**config.mk**
```make
export PLATFORM = sky130hd
export DESIGN_NAME = swg_top
export DESIGN_NICKNAME = d
export VERILOG_FILES = /design/src/verilog/swg_pkg.sv /design/src/verilog/swg_controller.sv /design/src/verilog/swg_cyclic_buffer.sv /design/src/verilog/swg_scheduler.sv /design/src/verilog/swg_top.sv
export VERILOG_INCLUDE_DIRS = /design/src /design/src/verilog
export SDC_FILE = /design/constraint.sdc
export NUM_CORES = 1
export LEC_CHECK = 0
export BUFFER_PORTS_ARGS = -buffer_cell sky130_fd_sc_hd__buf_4
export CAP_MARGIN = 20
export CORE_ASPECT_RATIO = 1.2
export CORE_MARGIN = 5
export CORE_UTILIZATION = 30
export DETAILED_ROUTE_END_ITERATION = 10
export PLACE_DENSITY_LB_ADDON = 0.08
export SYNTH_ARGS = -nofsm -noshare
export SYNTH_HDL_FRONTEND = slang
export SYNTH_SLANG_ARGS = --single-unit
```
**constraint.sdc**
```tcl
create_clock -name clk -period 4.9 [get_ports clk]
set_input_delay 0.735 -clock clk [delete_from_list [all_inputs] [get_ports clk]]
set_output_delay 0.735 -clock clk [all_outputs]
set_load 0.02 [all_outputs]
```
**src/verilog/swg_settings.svh**
```systemverilog
//************************************************************
// sliding window generator size macros
// image, kernel, element width and cyclic buffer depth
//************************************************************
`ifndef SWG_SETTINGS_SVH
`define SWG_SETTINGS_SVH

// input feature map height in pixels
`define SWG_IFM_H 6
// input feature map width in pixels
`define SWG_IFM_W 6

// channel elements per pixel, the innermost (simd) loop
`define SWG_IFM_C 2

// square kernel edge, stride and dilation fixed at 1
`define SWG_K 3

// bits per data element
`define SWG_ELEM_W 8

// power of two, holds (K-1) image rows plus K pixels of one row
`define SWG_BUF_DEPTH 32

`endif

```
**src/verilog/swg_pkg.sv**
```systemverilog
//************************************************************
// shared types of the sliding window generator
// element, index, address and increment vectors
// loop controller state encoding
//************************************************************
`default_nettype none

`include "swg_settings.svh"

package swg_pkg;

    // one data element of the stream
    typedef logic [`SWG_ELEM_W-1:0] elem_t;

    // absolute element index within a frame
    // one extra bit on top keeps it signed
    typedef logic signed [$clog2(`SWG_IFM_H * `SWG_IFM_W * `SWG_IFM_C + 1):0] idx_t;

    // cyclic buffer address, low bits of an index
    typedef logic [$clog2(`SWG_BUF_DEPTH)-1:0] addr_t;

    // signed step applied to a read index
    typedef logic signed [$bits(idx_t)-1:0] incr_t;

    // which loop level the next read step belongs to
    // start means the frame wraps back to element 0
    typedef enum logic [2:0] {
        STATE_START,
        STATE_LOOP_SIMD,
        STATE_LOOP_KW,
        STATE_LOOP_KH,
        STATE_LOOP_W,
        STATE_LOOP_H
    } state_e;

endpackage

`default_nettype wire

```
**src/verilog/swg_controller.sv**
```systemverilog
//************************************************************
// nested loop controller for the im2col read sequence
// gives the read step after each read and the step
// from one window base to the next
//************************************************************
`default_nettype none

`include "swg_settings.svh"

module swg_controller import swg_pkg::*; (
    input  logic  clk,
    input  logic  rst_n,
    input  logic  advance,
    output incr_t addr_incr,
    output incr_t tail_incr
);

    // output feature map size
    localparam int OFM_H = `SWG_IFM_H - `SWG_K + 1;
    localparam int OFM_W = `SWG_IFM_W - `SWG_K + 1;
    // elements in one image row
    localparam int ROW = `SWG_IFM_W * `SWG_IFM_C;
    // offset of a window's last element from its first one
    localparam int SPAN = (`SWG_K - 1) * ROW + `SWG_K * `SWG_IFM_C - 1;

    // steps inside a window
    localparam int HEAD_INCR_SIMD = 1;
    localparam int HEAD_INCR_KW = 1;
    // jump from the end of one kernel row to the start of the next
    localparam int HEAD_INCR_KH = ROW - `SWG_K * `SWG_IFM_C + 1;

    // window base steps, next pixel or next image row
    localparam int TAIL_INCR_W = `SWG_IFM_C;
    localparam int TAIL_INCR_H = `SWG_K * `SWG_IFM_C;
    // back from the last window base to element 0
    localparam int TAIL_INCR_LAST = -((OFM_H - 1) * ROW + (OFM_W - 1) * `SWG_IFM_C);

    // from a window's last element to the next window's first
    localparam int HEAD_INCR_W = TAIL_INCR_W - SPAN;
    localparam int HEAD_INCR_H = TAIL_INCR_H - SPAN;
    localparam int HEAD_INCR_LAST = TAIL_INCR_LAST - SPAN;

    // wide enough for any loop count plus a sign bit
    localparam int CNT_W = $clog2(OFM_H + OFM_W + `SWG_K + `SWG_IFM_C) + 1;
    typedef logic signed [CNT_W-1:0] cnt_t;

    // counters hold remaining iterations minus one, last pass at -1
    localparam cnt_t LOAD_H = cnt_t'(OFM_H - 2);
    localparam cnt_t LOAD_W = cnt_t'(OFM_W - 2);
    localparam cnt_t LOAD_KH = cnt_t'(`SWG_K - 2);
    localparam cnt_t LOAD_KW = cnt_t'(`SWG_K - 2);
    localparam cnt_t LOAD_SIMD = cnt_t'(`SWG_IFM_C - 2);

    state_e state;
    cnt_t   cnt_h;
    cnt_t   cnt_w;
    cnt_t   cnt_kh;
    cnt_t   cnt_kw;
    cnt_t   cnt_simd;
    cnt_t   h_nxt;
    cnt_t   w_nxt;
    cnt_t   kh_nxt;
    cnt_t   kw_nxt;
    cnt_t   simd_nxt;

    // innermost loop that still has iterations left
    function automatic state_e step_level(cnt_t s, cnt_t kw, cnt_t kh, cnt_t w, cnt_t h);
        if (s >= 0) begin
            return STATE_LOOP_SIMD;
        end else if (kw >= 0) begin
            return STATE_LOOP_KW;
        end else if (kh >= 0) begin
            return STATE_LOOP_KH;
        end else if (w >= 0) begin
            return STATE_LOOP_W;
        end else if (h >= 0) begin
            return STATE_LOOP_H;
        end
        return STATE_START;
    endfunction

    // read step for the current position
    always_comb begin
        case (state)
            STATE_LOOP_SIMD: addr_incr = incr_t'(HEAD_INCR_SIMD);
            STATE_LOOP_KW:   addr_incr = incr_t'(HEAD_INCR_KW);
            STATE_LOOP_KH:   addr_incr = incr_t'(HEAD_INCR_KH);
            STATE_LOOP_W:    addr_incr = incr_t'(HEAD_INCR_W);
            STATE_LOOP_H:    addr_incr = incr_t'(HEAD_INCR_H);
            STATE_START:     addr_incr = incr_t'(HEAD_INCR_LAST);
            default:         addr_incr = '0;
        endcase
    end

    // window base step, taken by the scheduler on a window's last read
    assign tail_incr = (cnt_w >= 0) ? incr_t'(TAIL_INCR_W) :
                       (cnt_h >= 0) ? incr_t'(TAIL_INCR_H) :
                                      incr_t'(TAIL_INCR_LAST);

    // nested countdown, an outer loop steps when the inner one wraps
    always_comb begin
        h_nxt = cnt_h;
        w_nxt = cnt_w;
        kh_nxt = cnt_kh;
        kw_nxt = cnt_kw;
        simd_nxt = cnt_simd;
        if (cnt_simd >= 0) begin
            simd_nxt = cnt_simd - cnt_t'(1);
        end else begin
            simd_nxt = LOAD_SIMD;
            if (cnt_kw >= 0) begin
                kw_nxt = cnt_kw - cnt_t'(1);
            end else begin
                kw_nxt = LOAD_KW;
                if (cnt_kh >= 0) begin
                    kh_nxt = cnt_kh - cnt_t'(1);
                end else begin
                    kh_nxt = LOAD_KH;
                    if (cnt_w >= 0) begin
                        w_nxt = cnt_w - cnt_t'(1);
                    end else begin
                        w_nxt = LOAD_W;
                        // frame wraps when h is spent
                        h_nxt = (cnt_h >= 0) ? cnt_h - cnt_t'(1) : LOAD_H;
                    end
                end
            end
        end
    end

    always_ff @(posedge clk) begin
        if (!rst_n) begin
            state <= step_level(LOAD_SIMD, LOAD_KW, LOAD_KH, LOAD_W, LOAD_H);
            cnt_h <= LOAD_H;
            cnt_w <= LOAD_W;
            cnt_kh <= LOAD_KH;
            cnt_kw <= LOAD_KW;
            cnt_simd <= LOAD_SIMD;
        end else if (advance) begin
            // state follows the counters of the next position
            state <= step_level(simd_nxt, kw_nxt, kh_nxt, w_nxt, h_nxt);
            cnt_h <= h_nxt;
            cnt_w <= w_nxt;
            cnt_kh <= kh_nxt;
            cnt_kw <= kw_nxt;
            cnt_simd <= simd_nxt;
        end
    end

endmodule

`default_nettype wire

```
**src/verilog/swg_cyclic_buffer.sv**
```systemverilog
//************************************************************
// cyclic window buffer, single clock RAM
// one write port, one registered read port
//************************************************************
`default_nettype none

`include "swg_settings.svh"

module swg_cyclic_buffer import swg_pkg::*; (
    input  logic  clk,
    input  logic  write_enable,
    input  addr_t write_addr,
    input  elem_t data_in,
    input  logic  read_enable,
    input  addr_t read_addr,
    output elem_t data_out
);

    // holds the current window span plus a few lookahead elements
    elem_t ram [`SWG_BUF_DEPTH];

    // read sees the old word when both ports hit one address
    always_ff @(posedge clk) begin
        if (read_enable) begin
            data_out <= ram[read_addr];
        end
        if (write_enable) begin
            ram[write_addr] <= data_in;
        end
    end

endmodule

`default_nettype wire

```
**src/verilog/swg_scheduler.sv**
```systemverilog
//************************************************************
// write and read scheduling of the window buffer
// input gating by occupancy, read issue, window base update
// frame completion and index restart
//************************************************************
`default_nettype none

`include "swg_settings.svh"

module swg_scheduler import swg_pkg::*; (
    input  logic  clk,
    input  logic  rst_n,
    input  logic  in_valid,
    output logic  in_ready,
    input  incr_t addr_incr,
    input  incr_t tail_incr,
    output logic  advance,
    output logic  write_enable,
    output addr_t write_addr,
    output logic  read_enable,
    output addr_t read_addr,
    output logic  out_valid,
    output logic  frame_done
);

    localparam int OFM_H = `SWG_IFM_H - `SWG_K + 1;
    localparam int OFM_W = `SWG_IFM_W - `SWG_K + 1;
    // elements per input frame
    localparam int FRAME_LEN = `SWG_IFM_H * `SWG_IFM_W * `SWG_IFM_C;
    // reads per window
    localparam int WIN_LEN = `SWG_K * `SWG_K * `SWG_IFM_C;
    // windows per frame
    localparam int N_WIN = OFM_H * OFM_W;
    localparam int ADDR_W = $bits(addr_t);
    localparam int RC_W = $clog2(WIN_LEN);
    localparam int WL_W = $clog2(N_WIN + 1);

    localparam logic [RC_W-1:0] WIN_LAST = RC_W'(WIN_LEN - 1);
    localparam logic [WL_W-1:0] WIN_COUNT = WL_W'(N_WIN);

    // elements written so far in this frame
    idx_t wr_idx;
    // index of the next element to read
    idx_t read_idx;
    // first element of the current window
    idx_t window_base;
    // reads done in the current window
    logic [RC_W-1:0] win_rd_cnt;
    // windows not yet finished in this frame
    logic [WL_W-1:0] windows_left;

    logic frame_open;
    logic buf_room;
    logic last_in_window;
    logic last_in_frame;

    // frame not yet fully written
    assign frame_open = (wr_idx < idx_t'(FRAME_LEN));
    // a write must not overwrite anything at or after window_base
    assign buf_room = (wr_idx < window_base + idx_t'(`SWG_BUF_DEPTH));
    assign in_ready = frame_open && buf_room;

    assign write_enable = in_valid && in_ready;
    assign write_addr = wr_idx[ADDR_W-1:0];

    // read as soon as the element is in the buffer
    // all indices are back at 0 once the frame is done, so reads stop there
    assign read_enable = (wr_idx > read_idx);
    assign read_addr = read_idx[ADDR_W-1:0];
    assign advance = read_enable;

    assign last_in_window = (win_rd_cnt == WIN_LAST);
    assign last_in_frame = last_in_window && (windows_left == WL_W'(1));

    always_ff @(posedge clk) begin
        if (!rst_n) begin
            wr_idx <= '0;
            read_idx <= '0;
            window_base <= '0;
            win_rd_cnt <= '0;
            windows_left <= WIN_COUNT;
            out_valid <= 1'b0;
            frame_done <= 1'b0;
        end else begin
            // data leaves the RAM one cycle after the read
            out_valid <= read_enable;
            frame_done <= read_enable && last_in_frame;
            if (write_enable) begin
                wr_idx <= wr_idx + idx_t'(1);
            end
            if (read_enable) begin
                read_idx <= read_idx + addr_incr;
                if (last_in_window) begin
                    win_rd_cnt <= '0;
                    window_base <= window_base + tail_incr;
                    windows_left <= windows_left - WL_W'(1);
                end else begin
                    win_rd_cnt <= win_rd_cnt + RC_W'(1);
                end
                // final read restarts the write and window counts
                // read_idx and window_base reach 0 through the last controller steps
                if (last_in_frame) begin
                    wr_idx <= '0;
                    windows_left <= WIN_COUNT;
                end
            end
        end
    end

endmodule

`default_nettype wire

```
**src/verilog/swg_top.sv**
```systemverilog
//************************************************************
// sliding window generator top level
// loop controller, scheduler and cyclic buffer
//************************************************************
`default_nettype none

module swg_top import swg_pkg::*; (
    input  logic  clk,
    input  logic  rst_n,
    input  logic  in_valid,
    input  elem_t in_data,
    output logic  in_ready,
    output logic  out_valid,
    output elem_t out_data,
    output logic  frame_done
);

    // read steps from the controller
    incr_t addr_incr;
    incr_t tail_incr;
    // one controller step per buffer read
    logic  advance;

    // buffer ports driven by the scheduler
    logic  write_enable;
    addr_t write_addr;
    logic  read_enable;
    addr_t read_addr;

    swg_controller swg_controller_i (
        .clk       (clk),
        .rst_n     (rst_n),
        .advance   (advance),
        .addr_incr (addr_incr),
        .tail_incr (tail_incr)
    );

    swg_scheduler swg_scheduler_i (
        .clk          (clk),
        .rst_n        (rst_n),
        .in_valid     (in_valid),
        .in_ready     (in_ready),
        .addr_incr    (addr_incr),
        .tail_incr    (tail_incr),
        .advance      (advance),
        .write_enable (write_enable),
        .write_addr   (write_addr),
        .read_enable  (read_enable),
        .read_addr    (read_addr),
        .out_valid    (out_valid),
        .frame_done   (frame_done)
    );

    // input data goes straight into the RAM write port
    swg_cyclic_buffer swg_cyclic_buffer_i (
        .clk          (clk),
        .write_enable (write_enable),
        .write_addr   (write_addr),
        .data_in      (in_data),
        .read_enable  (read_enable),
        .read_addr    (read_addr),
        .data_out     (out_data)
    );

endmodule

`default_nettype wire

```
### Word level (Yosys, flattened, before mapping)

Memory sizes are Yosys's and may differ from the RTL's. A register that Yosys moved wholly into a read port is not among the register bits.
Index checks and enable logic that the tools add are counted.

| storage, ports and cells | value |
|---|---|
| output and inout bits | 11 |
| input bits | 11 |
| RAM bits | 256 |
| memories | 1 |
| flip-flop bits (word level) | 64 |

Memories:

| name | depth | width | rd ports | clocked after memory_dff | wr ports | line | RTL |
|---|---|---|---|---|---|---|---|
| swg_cyclic_buffer_i.ram | 32 | 8 | 1 | 1 | 1 | swg_cyclic_buffer.sv:20 | `` elem_t ram [`SWG_BUF_DEPTH]; `` |

| operators by class | value |
|---|---|
| equality and inequality tests | 7 |
| add/subtract/negate cells | 11 |
| mux-type cells | 39 |
| magnitude comparators | 13 |
| reductions and logical operators | 9 |

Operator list:

| cell | count |
|---|---|
| $mux W5 | 18 |
| $ge A5 B1 Y1 const B | 10 |
| $mux W8 | 5 |
| $pmux W8 S5 | 1 |
| $sub A5 B2 Y5 const B | 5 |
| $mux W3 | 6 |
| $add A8 B8 Y8 | 2 |
| $mux W1 | 9 |
| $add A8 B2 Y8 const B | 1 |
| $add A8 B7 Y8 const B | 1 |
| $gt A8 B8 Y1 | 1 |
| $lt A8 B8 Y1 | 1 |
| $lt A8 B8 Y1 const B | 1 |
| $eq A3 B2 Y1 const B | 2 |
| $eq A3 B3 Y1 const B | 2 |
| $add A5 B1 Y5 const B | 1 |
| $eq A5 B1 Y1 const B | 1 |
| $eq A5 B5 Y1 const B | 1 |
| $sub A5 B1 Y5 const B | 1 |
| $logic_and A1 B1 Y1 | 4 |
| $reduce_and A2 Y1 | 2 |
| $eq A3 B1 Y1 const B | 1 |
| $logic_not A3 Y1 | 1 |
| $reduce_bool A2 Y1 | 1 |
| $reduce_or A2 Y1 | 1 |

### Longest topological paths before layout

Gate-level depths: netlist (run 1).

| logic depth | value |
|---|---|
| depth after elaboration | 15 |
| gate-level depth with buffers | 12 |
| depth with buffers taken out | 9 |

### Hierarchy

From an unflattened synthesis (run 1), not the netlist that was laid out.

| unflattened totals | value |
|---|---|
| cells, all modules | 912 |
| area, all modules | 14316.2 um^2 |

By module, submodules not included:

| module | sequential area each (um^2) | area each (um^2) | instances | cells each |
|---|---|---|---|---|
| swg_cyclic_buffer | 7927.6 | 10133.5 | 1 | 417 |
| swg_scheduler | 720.7 | 2556.2 | 1 | 302 |
| swg_controller | 560.5 | 1626.6 | 1 | 193 |

### Worst setup path before layout (run 1)

OpenSTA, ideal clock, no wires.

| path | value |
|---|---|
| kind | flip-flop to flip-flop |
| from | register swg_scheduler_i.read_idx[1] |
| to | register swg_cyclic_buffer_i.data_out[0] (read register of swg_cyclic_buffer_i.ram), enable pin |
| clock period less this slack | 2.730 ns |
| slack | 2.170 ns |
| path buffers | 4 |
| library setup time | 0.326 ns |
| arrival time | 2.404 ns |
| stages on the path, launching flop included | 11 |
| required time | 4.574 ns |
| path through | dfxtp_1 > buf_2 > buf_1 > inv_1 > ha_1 > and2_1 > a31oi_2 > o31ai_2 > buf_4 > inv_2 > buf_2 |

| on the way | value |
|---|---|
| word-level cells in the longest chain between the ends | 1 |

RTL lines:

| item | line | RTL |
|---|---|---|
| start, declared | swg_scheduler.sv:44 | `idx_t read_idx;` |
| start signal, assigned | swg_scheduler.sv:92 | `read_idx <= read_idx + addr_incr;` |
| $gt A8 B8 Y1 | swg_scheduler.sv:68 | `assign read_enable = (wr_idx > read_idx);` |
| named net advance | swg_top.sv:22 | `logic advance;` |
| end, declared | swg_cyclic_buffer.sv:16 | `output elem_t data_out` |

The timed path passes the listed nets, and every way through them passes these cells.
A chain may end at the register's enable or synchronous reset.

### Final worst setup path (run 1)

| path | value |
|---|---|
| from | register swg_scheduler_i.wr_idx[3] |
| to | memory swg_cyclic_buffer_i.ram[9][3] (netlist name), enable pin |

| on the way | value |
|---|---|
| word-level cells in the longest chain between the ends | 5 |

RTL lines:

| item | line | RTL |
|---|---|---|
| start, declared | swg_scheduler.sv:42 | `idx_t wr_idx;` |
| start signal, assigned | swg_scheduler.sv:89 | `wr_idx <= wr_idx + idx_t'(1);` |
| $lt A8 B8 Y1 (on tied branches) | swg_scheduler.sv:58, swg_scheduler.sv:60 |  |
| $logic_and A1 B1 Y1 | swg_scheduler.sv:61 | `assign in_ready = frame_open && buf_room;` |
| $logic_and A1 B1 Y1 | swg_scheduler.sv:63 | `assign write_enable = in_valid && in_ready;` |
| $mux W1 | swg_cyclic_buffer.sv:27 | `if (write_enable) begin` |
| $mux W1 (implied by the code) | swg_cyclic_buffer.sv:28 | `ram[write_addr] <= data_in;` |
| end, declared | swg_cyclic_buffer.sv:20 |  |

Parallel ways exist; a longest one is shown, timed or not.

==> results of run 1 <==
==> through the flow <==
step           total power [uW]  area [um^2]
2_1_floorplan              4550        14000
3_3_place_gp               5130        14800
3_5_place_dp               5130        14800
4_1_cts                    7790        15900
5_1_grt                    8020        15900
6_report                   7610        15900
==> state kept, by name (all words and copies together), names as in the netlist, named ones only <==
name	cells
swg_cyclic_buffer_i.ram	256
swg_cyclic_buffer_i.data_out	8
swg_scheduler_i.read_idx	8
swg_scheduler_i.wr_idx	8
swg_scheduler_i.window_base	7
swg_controller_i.cnt_simd	5
swg_scheduler_i.win_rd_cnt	5
swg_scheduler_i.windows_left	5
swg_controller_i.state	3
swg_controller_i.cnt_kh	1
swg_controller_i.cnt_kw	1
swg_controller_i.cnt_w	1
swg_scheduler_i.frame_done	1
swg_scheduler_i.out_valid	1
==> cell families after synthesis <==
family / Yosys count / share of synthesized area (%)
xor+xnor: 10 / 0.625
buf+inv: 88 / 2.76
mux: 86 / 13.3
fa+ha+maj: 41 / 3.77
simple gates: 229 / 8.15
flops: 327 / 65.6
compound gates: 119 / 5.86
==> area by class of cell <==
type                    count  share of cell area, %
repair buffers             29                   1.44
clock buffers              48                   6.34
inverters                  43                   1.01
clock inverters            18                  0.707
multi-input cells         485                   27.9
well taps                 616                   4.84
diodes                      1                 0.0157
flip-flops and latches    327                   57.7
==> layout by cell type (no fill, tap or decap), types with 26 or more instances in the layout <==
| cell type | instances |
|---|---|
| inv_1 | 39 |
| dfxtp_1 | 61 |
| ha_1 | 39 |
| a21oi_1 | 32 |
| nand3_1 | 26 |
| buf_4 | 28 |
| clkbuf_16 | 39 |
| nand2_1 | 62 |
| edfxtp_1 | 264 |
| nor2_1 | 58 |
| mux4_2 | 80 |
==> worst register-to-register path: cells and delay by family, from the launching register on <==
kind / cells / cell delay, ns
AND/OR/NAND/NOR: 2 / 1.23
adder cells (fa/ha/maj): 1 / 0.35
AO/OA/AOI/OAI: 3 / 0.53
flip-flops: 1 / 0.62
buffers and inverters: 2 / 0.32
==> power by group through the flow <==
stage | clock network, uW | registers, uW | logic (uW)
3_5_place_dp | 0 | 3320 | 1810
6_report | 2610 | 3260 | 1750
2_1_floorplan | 0 | 3300 | 1250
4_1_cts | 2710 | 3260 | 1820
3_3_place_gp | 0 | 3320 | 1810
5_1_grt | 2820 | 3280 | 1930
==> worst max-delay path by stage <==
| stage | start | to | slack (ns) | cells after the start |
|---|---|---|---|---|
| after global routing | swg_scheduler_i.read_idx[4]$_SDFFE_PN0N_ | swg_scheduler_i.windows_left[4]$_SDFFE_PN1P_ | 1.25 | 8 |
| after detailed placement | swg_scheduler_i.wr_idx[3]$_SDFF_PN0_ | swg_cyclic_buffer_i.ram[11][2]$_DFFE_PP_ | 1.39 | 8 |
| after CTS | swg_scheduler_i.wr_idx[3]$_SDFF_PN0_ | swg_cyclic_buffer_i.ram[11][6]$_DFFE_PP_ | 1.38 | 8 |
| after global placement | swg_scheduler_i.wr_idx[3]$_SDFF_PN0_ | swg_cyclic_buffer_i.ram[10][2]$_DFFE_PP_ | 1.47 | 8 |
| after floorplan | swg_scheduler_i.read_idx[1]$_SDFFE_PN0N_ | swg_cyclic_buffer_i.data_out[0]$_DFFE_PN_ | 2.17 | 10 |
| final | swg_scheduler_i.wr_idx[3]$_SDFF_PN0_ | swg_cyclic_buffer_i.ram[9][3]$_DFFE_PP_ | 1.49 | 8 |
==> per-layer routing <==
layer / track usage [%] / up-vias / wire length [um]
met4: 3.31 / 0 / 688
met1: 15.7 / 3814 / 13900
met3: 2.80 / 46 / 1130
met5: 0 / - / 0
met2: 22.4 / 108 / 16300
li1: - / 3577 / -
==> results.md, run 1 <==
- Setup slack on the worst reg-to-reg path comes out at 1.49 ns.
- Summed over all nets, the half-perimeter wirelength after detailed placement is 21.0 mm.
- After filler insertion, the fill cell instance count of the layout stands at 4,529.
- The ratio of routed vias to standard cells is 4.81.
- The number of instances in the synthesized netlist is 900.
- The net switching share of the total power is 29.4%.
- The element type at the critical path end is a flip-flop.
- The flow ran to the end, and the final reports show no timing, DRC or antenna violations.
- In the final layout, the share of cells above drive strength 1 is 18.3%.
- Traced cell by cell, the critical path runs through ha_1, a211o_1, a31oi_1, o211ai_1, buf_4, inv_2, nand3_1, nor2_1.
- The die span in y is 247 um.
- Relative to the synthesized area, the layout overhead comes to 13.7%.
- The TritonCTS buffer count is 39.
- Post-CTS repair changed the size of 0 cells.
- In this run the critical register-to-register path is launched from swg_scheduler_i.wr_idx[3]$_SDFF_PN0_.
- For this run, the slowest stage of the critical path takes 0.76 ns.
- By startpoint and endpoint, the worst setup path is classified as flip-flop to flip-flop.
- The die footprint is 51,200 um^2.
- In the post-synthesis netlist, the cell with the most instances is edfxtp_1.
- Post-CTS timing repair inserted 0 buffers for setup.
- The number of flops mapped to enable cells by yosys is 264.
- Once layout is complete, the cells apart from fillers number 1,567.
- The power dissipated by switching net loads is 2240 uW.
- The worst ir drop on vdd is 0.000298 V.
- Among all stages on the critical path, the largest delay is contributed by nor2_1.
- Clock-pin slew was measured on the worst setup and hold paths at 0.05 ns.
- The internal power is 5370 uW.
- The number of antenna-violating nets in the routed design is 0.
- The number of library cell types mapped by synthesis is 70.
- Dividing the detail-routed wire length by the instance count gives 20.4 um.
- The actual transition at the worst max-transition pin is 1.03 ns.
- The width of the die is 207 um.
- Averaged over all synthesized cells, the footprint is 15.6 um^2.
- Summed over its instances, the top area cell type makes up 56.6% of the synthesized netlist area.
- The end of the worst register-to-register path is swg_cyclic_buffer_i.ram[9][3]$_DFFE_PP_.
- The number of nets handed over by synthesis was 952.
- The area taken by flip-flops and latches is 9200 um^2.
- The cell area after synthesis is 14,000 um^2.
- Timing analysis after detailed placement gives a worst setup slack of 1.39 ns.
- STA classifies the critical path startpoint as a flip-flop.
- Data on the critical path arrives at its endpoint at 3.57 ns.
- The cell family with the largest share of critical-path delay is simple AND/OR/NAND/NOR gates.
- In this run the number of H-tree levels came out at 2.
- Once layout is complete, the utilization of the core stands at 34.6%.
- For this run, the detailed router's first-pass iteration total came to 5.
- Across the run, the number of max-cap violations was 0.
- Setup repair after global routing left no endpoint under its margin.
- The end point of the worst hold path is swg_controller_i.cnt_simd[1]$_SDFFE_PN0N_.
- The final cycle utilization of the critical path is 69.6%.
- After detailed routing, the total wire length is 32.0 mm.
- The proportion of power drawn by the clock network is 34.2%.
- Entering global routing, the biggest net connects 66 pins.
- Detailed routing inserted a total of 7,545 vias.
- In the synthesized netlist the dominant register cell turns out to be edfxtp_1.
- The multi-input gate area in the final layout is 4450 um^2.
- Summing the sequential cell areas from Yosys gives 65.6% of the chip area.
- The power density over the cells is 478 nW/um^2.
- The worst hold-check slack is 0.471 ns.
- Counting both buffers and inverters, the worst setup path holds a total of 2.
- The worst hold path passes through 2 cells.
- Setup total negative slack on the finished layout was measured at 0 ns.
- Per report_power, the combinational group accounts for 23.0% of the total.
- Of all nets on the critical path, the largest fanout is 15.
- The normalized max-slew margin is 31.3%.
- For the worst flop-to-flop path, the logic depth is 8.
- The DRC violation total after the first TritonRoute iteration is 483.
- In the synthesized netlist, the cells that appear most often are edfxtp_1, mux4_2, dfxtp_1, nand2_1, nor2_1.
- The static leakage power is 0.00514 uW.
- The congestion estimate from routability-driven global placement came to 0.714.
- The smallest setup slack after layout is 1.49 ns.
- The part of the power in registers is 42.8%.
- The post-layout minimum cycle time is 3.41 ns.
- The residual overflow from global routing is 0.
- Synthesis inferred 327 register bits.
- After detailed placement, the design holds a cell count of 1,500.
- The clock passes through at most 3 buffers.
- The combined global-route utilization of all metal layers is 12.6%.
- During synthesis, Yosys emitted a total of 0 warnings.
- The required time at the worst-slack endpoint is 5.06 ns.
- The clock root buffer is clkbuf_16.
- In this run the tool buffered the top-level ports with 21 buffer cells.
- Setup violations remaining at the end of the flow were counted as 0.
- The site row count is 86.
- TritonCTS built the clock tree.
- Summed over all instances, the cell type with the most area after synthesis is edfxtp_1.
- In this run the most critical hold path is launched from swg_controller_i.cnt_simd[1]$_SDFFE_PN0N_.
- The count of endpoints failing hold in the final timing report is 0.
- The later pin in the worst-skew pair is clocked with a latency of 0.54 ns.
- The tree built by TritonCTS fans out to 327 sinks.
- The first-pass GRT wire length is 49.4 mm.
- The count of unresolved DRC violations after routing is 0.
- 22 I/O pins were placed.
- The fmax is 293 MHz.
- The clock tree skew after final layout is 0.0219 ns.
- The share of async-settable or async-resettable flops after synthesis is 0%.
- In this run the worst hold path is classified as flip-flop to flip-flop.
- The net count reported at finish is 977.
- The number of global-route vias before repair is 7,941.
- By area the synthesized netlist is led by edfxtp_1, mux4_2, dfxtp_1.
- For this configuration, the core starts out at a cell density of 30.4%.
- For this design, the CTS-stage hold fixing added 0 buffers.
- The core region is 46,100 um^2.
- The initial antenna violation count came to 1.
- The final number of max-transition violations is 0.
(Power assumes the default switching activity.)
==> inputs of run 2 (changes only) <==
==> constraint.sdc (replaced) <==
create_clock -name clk -period 3.5 [get_ports clk]
set_input_delay 0.525 -clock clk [delete_from_list [all_inputs] [get_ports clk]]
set_output_delay 0.525 -clock clk [all_outputs]
set_load 0.02 [all_outputs]
==> run 2 against run 1 <==
Against the previous run:
- routed wire length rose by 7.8%
- flip-flop and latch count did not move
- hold slack got worse by 0.14 ns
- design area rose by 2.9%
- critical endpoint is now in_ready
- largest power group unchanged
- highest routed layer unchanged
==> results.md, run 2 (synthesized netlist as in run 1, its figures left out) <==
- The normalized max-slew margin is 50.4%.
- Counting the fill cells in the layout gives 4,489.
- The required time at the worst-slack endpoint is 2.97 ns.
- The routed design has 34.5 mm of wire.
- The site row count is 86.
- Detailed placement finished with a half-perimeter wire length of 22.7 mm.
- The DRC violation total after the first TritonRoute iteration is 449.
- The width of the die is 207 um.
- Of all nets on the critical path, the largest fanout is 7.
- The CTS sink count is 327.
- The count of endpoints failing hold in the final timing report is 0.
- The number of iterations in the first detailed-routing pass is 5.
- The port buffer count is 21.
- The commonest non-fill, non-tap cell in the layout is edfxtp_1.
- Max-cap violations in this run came to 0.
- The static leakage power is 0.00544 uW.
- In this run the most critical hold path is launched from in_valid.
- In the global route stage, overall resource usage came out at 13.6%.
- The element type at the critical path end is an output pin.
- The area added between synthesis and finish is 16.9%.
- The final number of max-transition violations is 0.
- The startpoint of the worst-slack reg-to-reg timing path is swg_scheduler_i.window_base[5]$_SDFFE_PN0P_.
- The number of instances resized during post-cts repair is 0.
- The count of unresolved DRC violations after routing is 0.
- The multi-input gate area in the final layout is 4450 um^2.
- The area taken by flip-flops and latches is 9200 um^2.
- The clock root buffer is clkbuf_16.
- The core box area is 46,100 um^2.
- The clock tree from TritonCTS is yes.
- Setup violations remaining at the end of the flow were counted as 0.
- The final cycle utilization of the critical path is 79.6%.
- The type of the worst min-delay path is input port to flip-flop.
- The clock latency of the later-clocked register in the worst-skew pair is 0.54 ns.
- The run finished with clean final reports.
- Across the VDD grid, the largest voltage drop is 0.000409 V.
- The critical path starts at swg_scheduler_i.window_base[5]$_SDFFE_PN0P_.
- The flip-flop count of the largest register after layout is 256.
- The starting utilization of the core area is 30.4%.
- In the final layout, the share of cells above drive strength 1 is 23.0%.
- The total negative slack for setup checks is 0 ns.
- The nature of the critical path startpoint is a flip-flop.
- The die span in y is 247 um.
- Setup repair after global routing left no endpoint under its margin.
- After detailed routing, the average wire length per cell comes to 21.4 um.
- The count of nets left with antenna violations once routing finished came out at 0.
- The fmax is 359 MHz.
- Dividing the detail-routed via count by the number of cells gives 4.85.
- Hold repair after CTS inserted 0 buffers.
- The H-tree was split into 2 levels.
- The worst hold-check slack is 0.332 ns.
- Routability-driven placement finished with a final weighted congestion of 0.729.
- The first global-routing pass estimated 52.8 mm of wire.
- Entering global routing, the biggest net connects 48 pins.
- Clock-pin slew was measured on the worst setup and hold paths at 0.06 ns.
- For this run the aggregate overflow at the end of global routing stands at 0.
- The initial antenna violation count is 0.
- For this design the top-level I/O count stands at 22.
- STA puts the critical path data arrival time at 2.26 ns.
- For this design, the slowest cell found on the critical path is dfxtp_1.
- The total inserted antenna cells is 0.
- The register containing the most flip-flops in the final layout is swg_cyclic_buffer_i.ram.
- The type of the worst setup path is flip-flop to output pin.
- In this design, the critical path's most frequently occurring cell is ha_1.
- Leaving out fill and tap cells, the most frequent cells in the layout are edfxtp_1, mux4_2, buf_4.
- The delay of the slowest critical-path stage is 0.35 ns.
- The number of global-route vias before repair is 8,122.
- The die covers 51,200 um^2.
- The net count of the finished layout is 1,022.
- In this run the power density over the cells is 667 nW/um^2.
- Walking the worst path, the cells encountered are ha_1, xnor2_1, ha_1, nand2b_1, o21ai_1, o211ai_1, inv_2, buf_4.
- The TritonCTS buffer count is 37.
- The clock passes through at most 3 buffers.
- The clock tree skew after final layout is 0.0225 ns.
- Once the clock tree was built, the setup fixing pass inserted 0 buffers.
- The design draws 10,900 uW.
- The post-layout minimum cycle time is 2.79 ns.
- The total number of vias is 7,816.
- The actual transition at the worst max-transition pin is 0.743 ns.
-- run 2: changes by cell type in the layout (fill, tap and decap cells not counted), sizes merged --
cell and delta:
buf +47, clkinv -4, bufinv +3, inv +2, clkbuf -1, diode -1
-- run 2: critical path: cells and delay by family, from the launching register on --
kind	cells	cell delay (ns)
AO/OA/AOI/OAI	2	0.22
buffers and inverters	2	0.33
flip-flops	1	0.35
XOR/XNOR	1	0.13
AND/OR/NAND/NOR	1	0.15
adder cells (fa/ha/maj)	2	0.56
-- run 2: worst paths after layout --
| check | end | slack (ns) | depth (start not counted) |
|---|---|---|---|
| setup / recovery | in_ready | 0.71 | 8 |
| hold / removal | swg_scheduler_i.wr_idx[0]$_SDFF_PN0_ | 0.33 | 3 |
| setup reg to reg | swg_cyclic_buffer_i.ram[15][7]$_DFFE_PP_ | 0.74 | 9 |
| hold reg to reg | swg_controller_i.cnt_simd[1]$_SDFFE_PN0N_ | 0.48 | 2 |
-- run 2: layout make-up --
cell class,count,area share (%)
clock buffers,47,6.12
well taps,616,4.70
flip-flops and latches,327,56.1
clock inverters,19,1.31
repair buffers,76,3.63
inverters,43,0.985
multi-input cells,485,27.2
-- run 2: metal layers --
layer	vias up	part of all wire, %	GRT usage (%)	wire, um
li1	3667	-	-	-
met5	-	0	0	0
met2	94	50	23.5	17300
met1	4021	45	18.2	15600
met3	34	2.9	2.27	1020
met4	0	1.6	3.15	548
-- run 2: report_power, final --
| part | switching (uW) | total [uW] | internal [uW] |
|---|---|---|---|
| clock | 1570 | 3900 | 2340 |
| sequential | 164 | 4570 | 4400 |
| combinational | 1440 | 2470 | 1030 |
| total | 3170 | 10900 | 7770 |
-- run 2: stage by stage --
stage,cell area [um^2],setup WS [ns],util (%),std cells
detailed placement,15200,0.725,32.9,1547
finish,16400,0.714,35.6,1613
global route,16400,0.549,35.6,1613
CTS,16400,0.658,35.6,1613
global placement,15200,0.713,32.9,1547
floorplan,14000,0.770,-,900
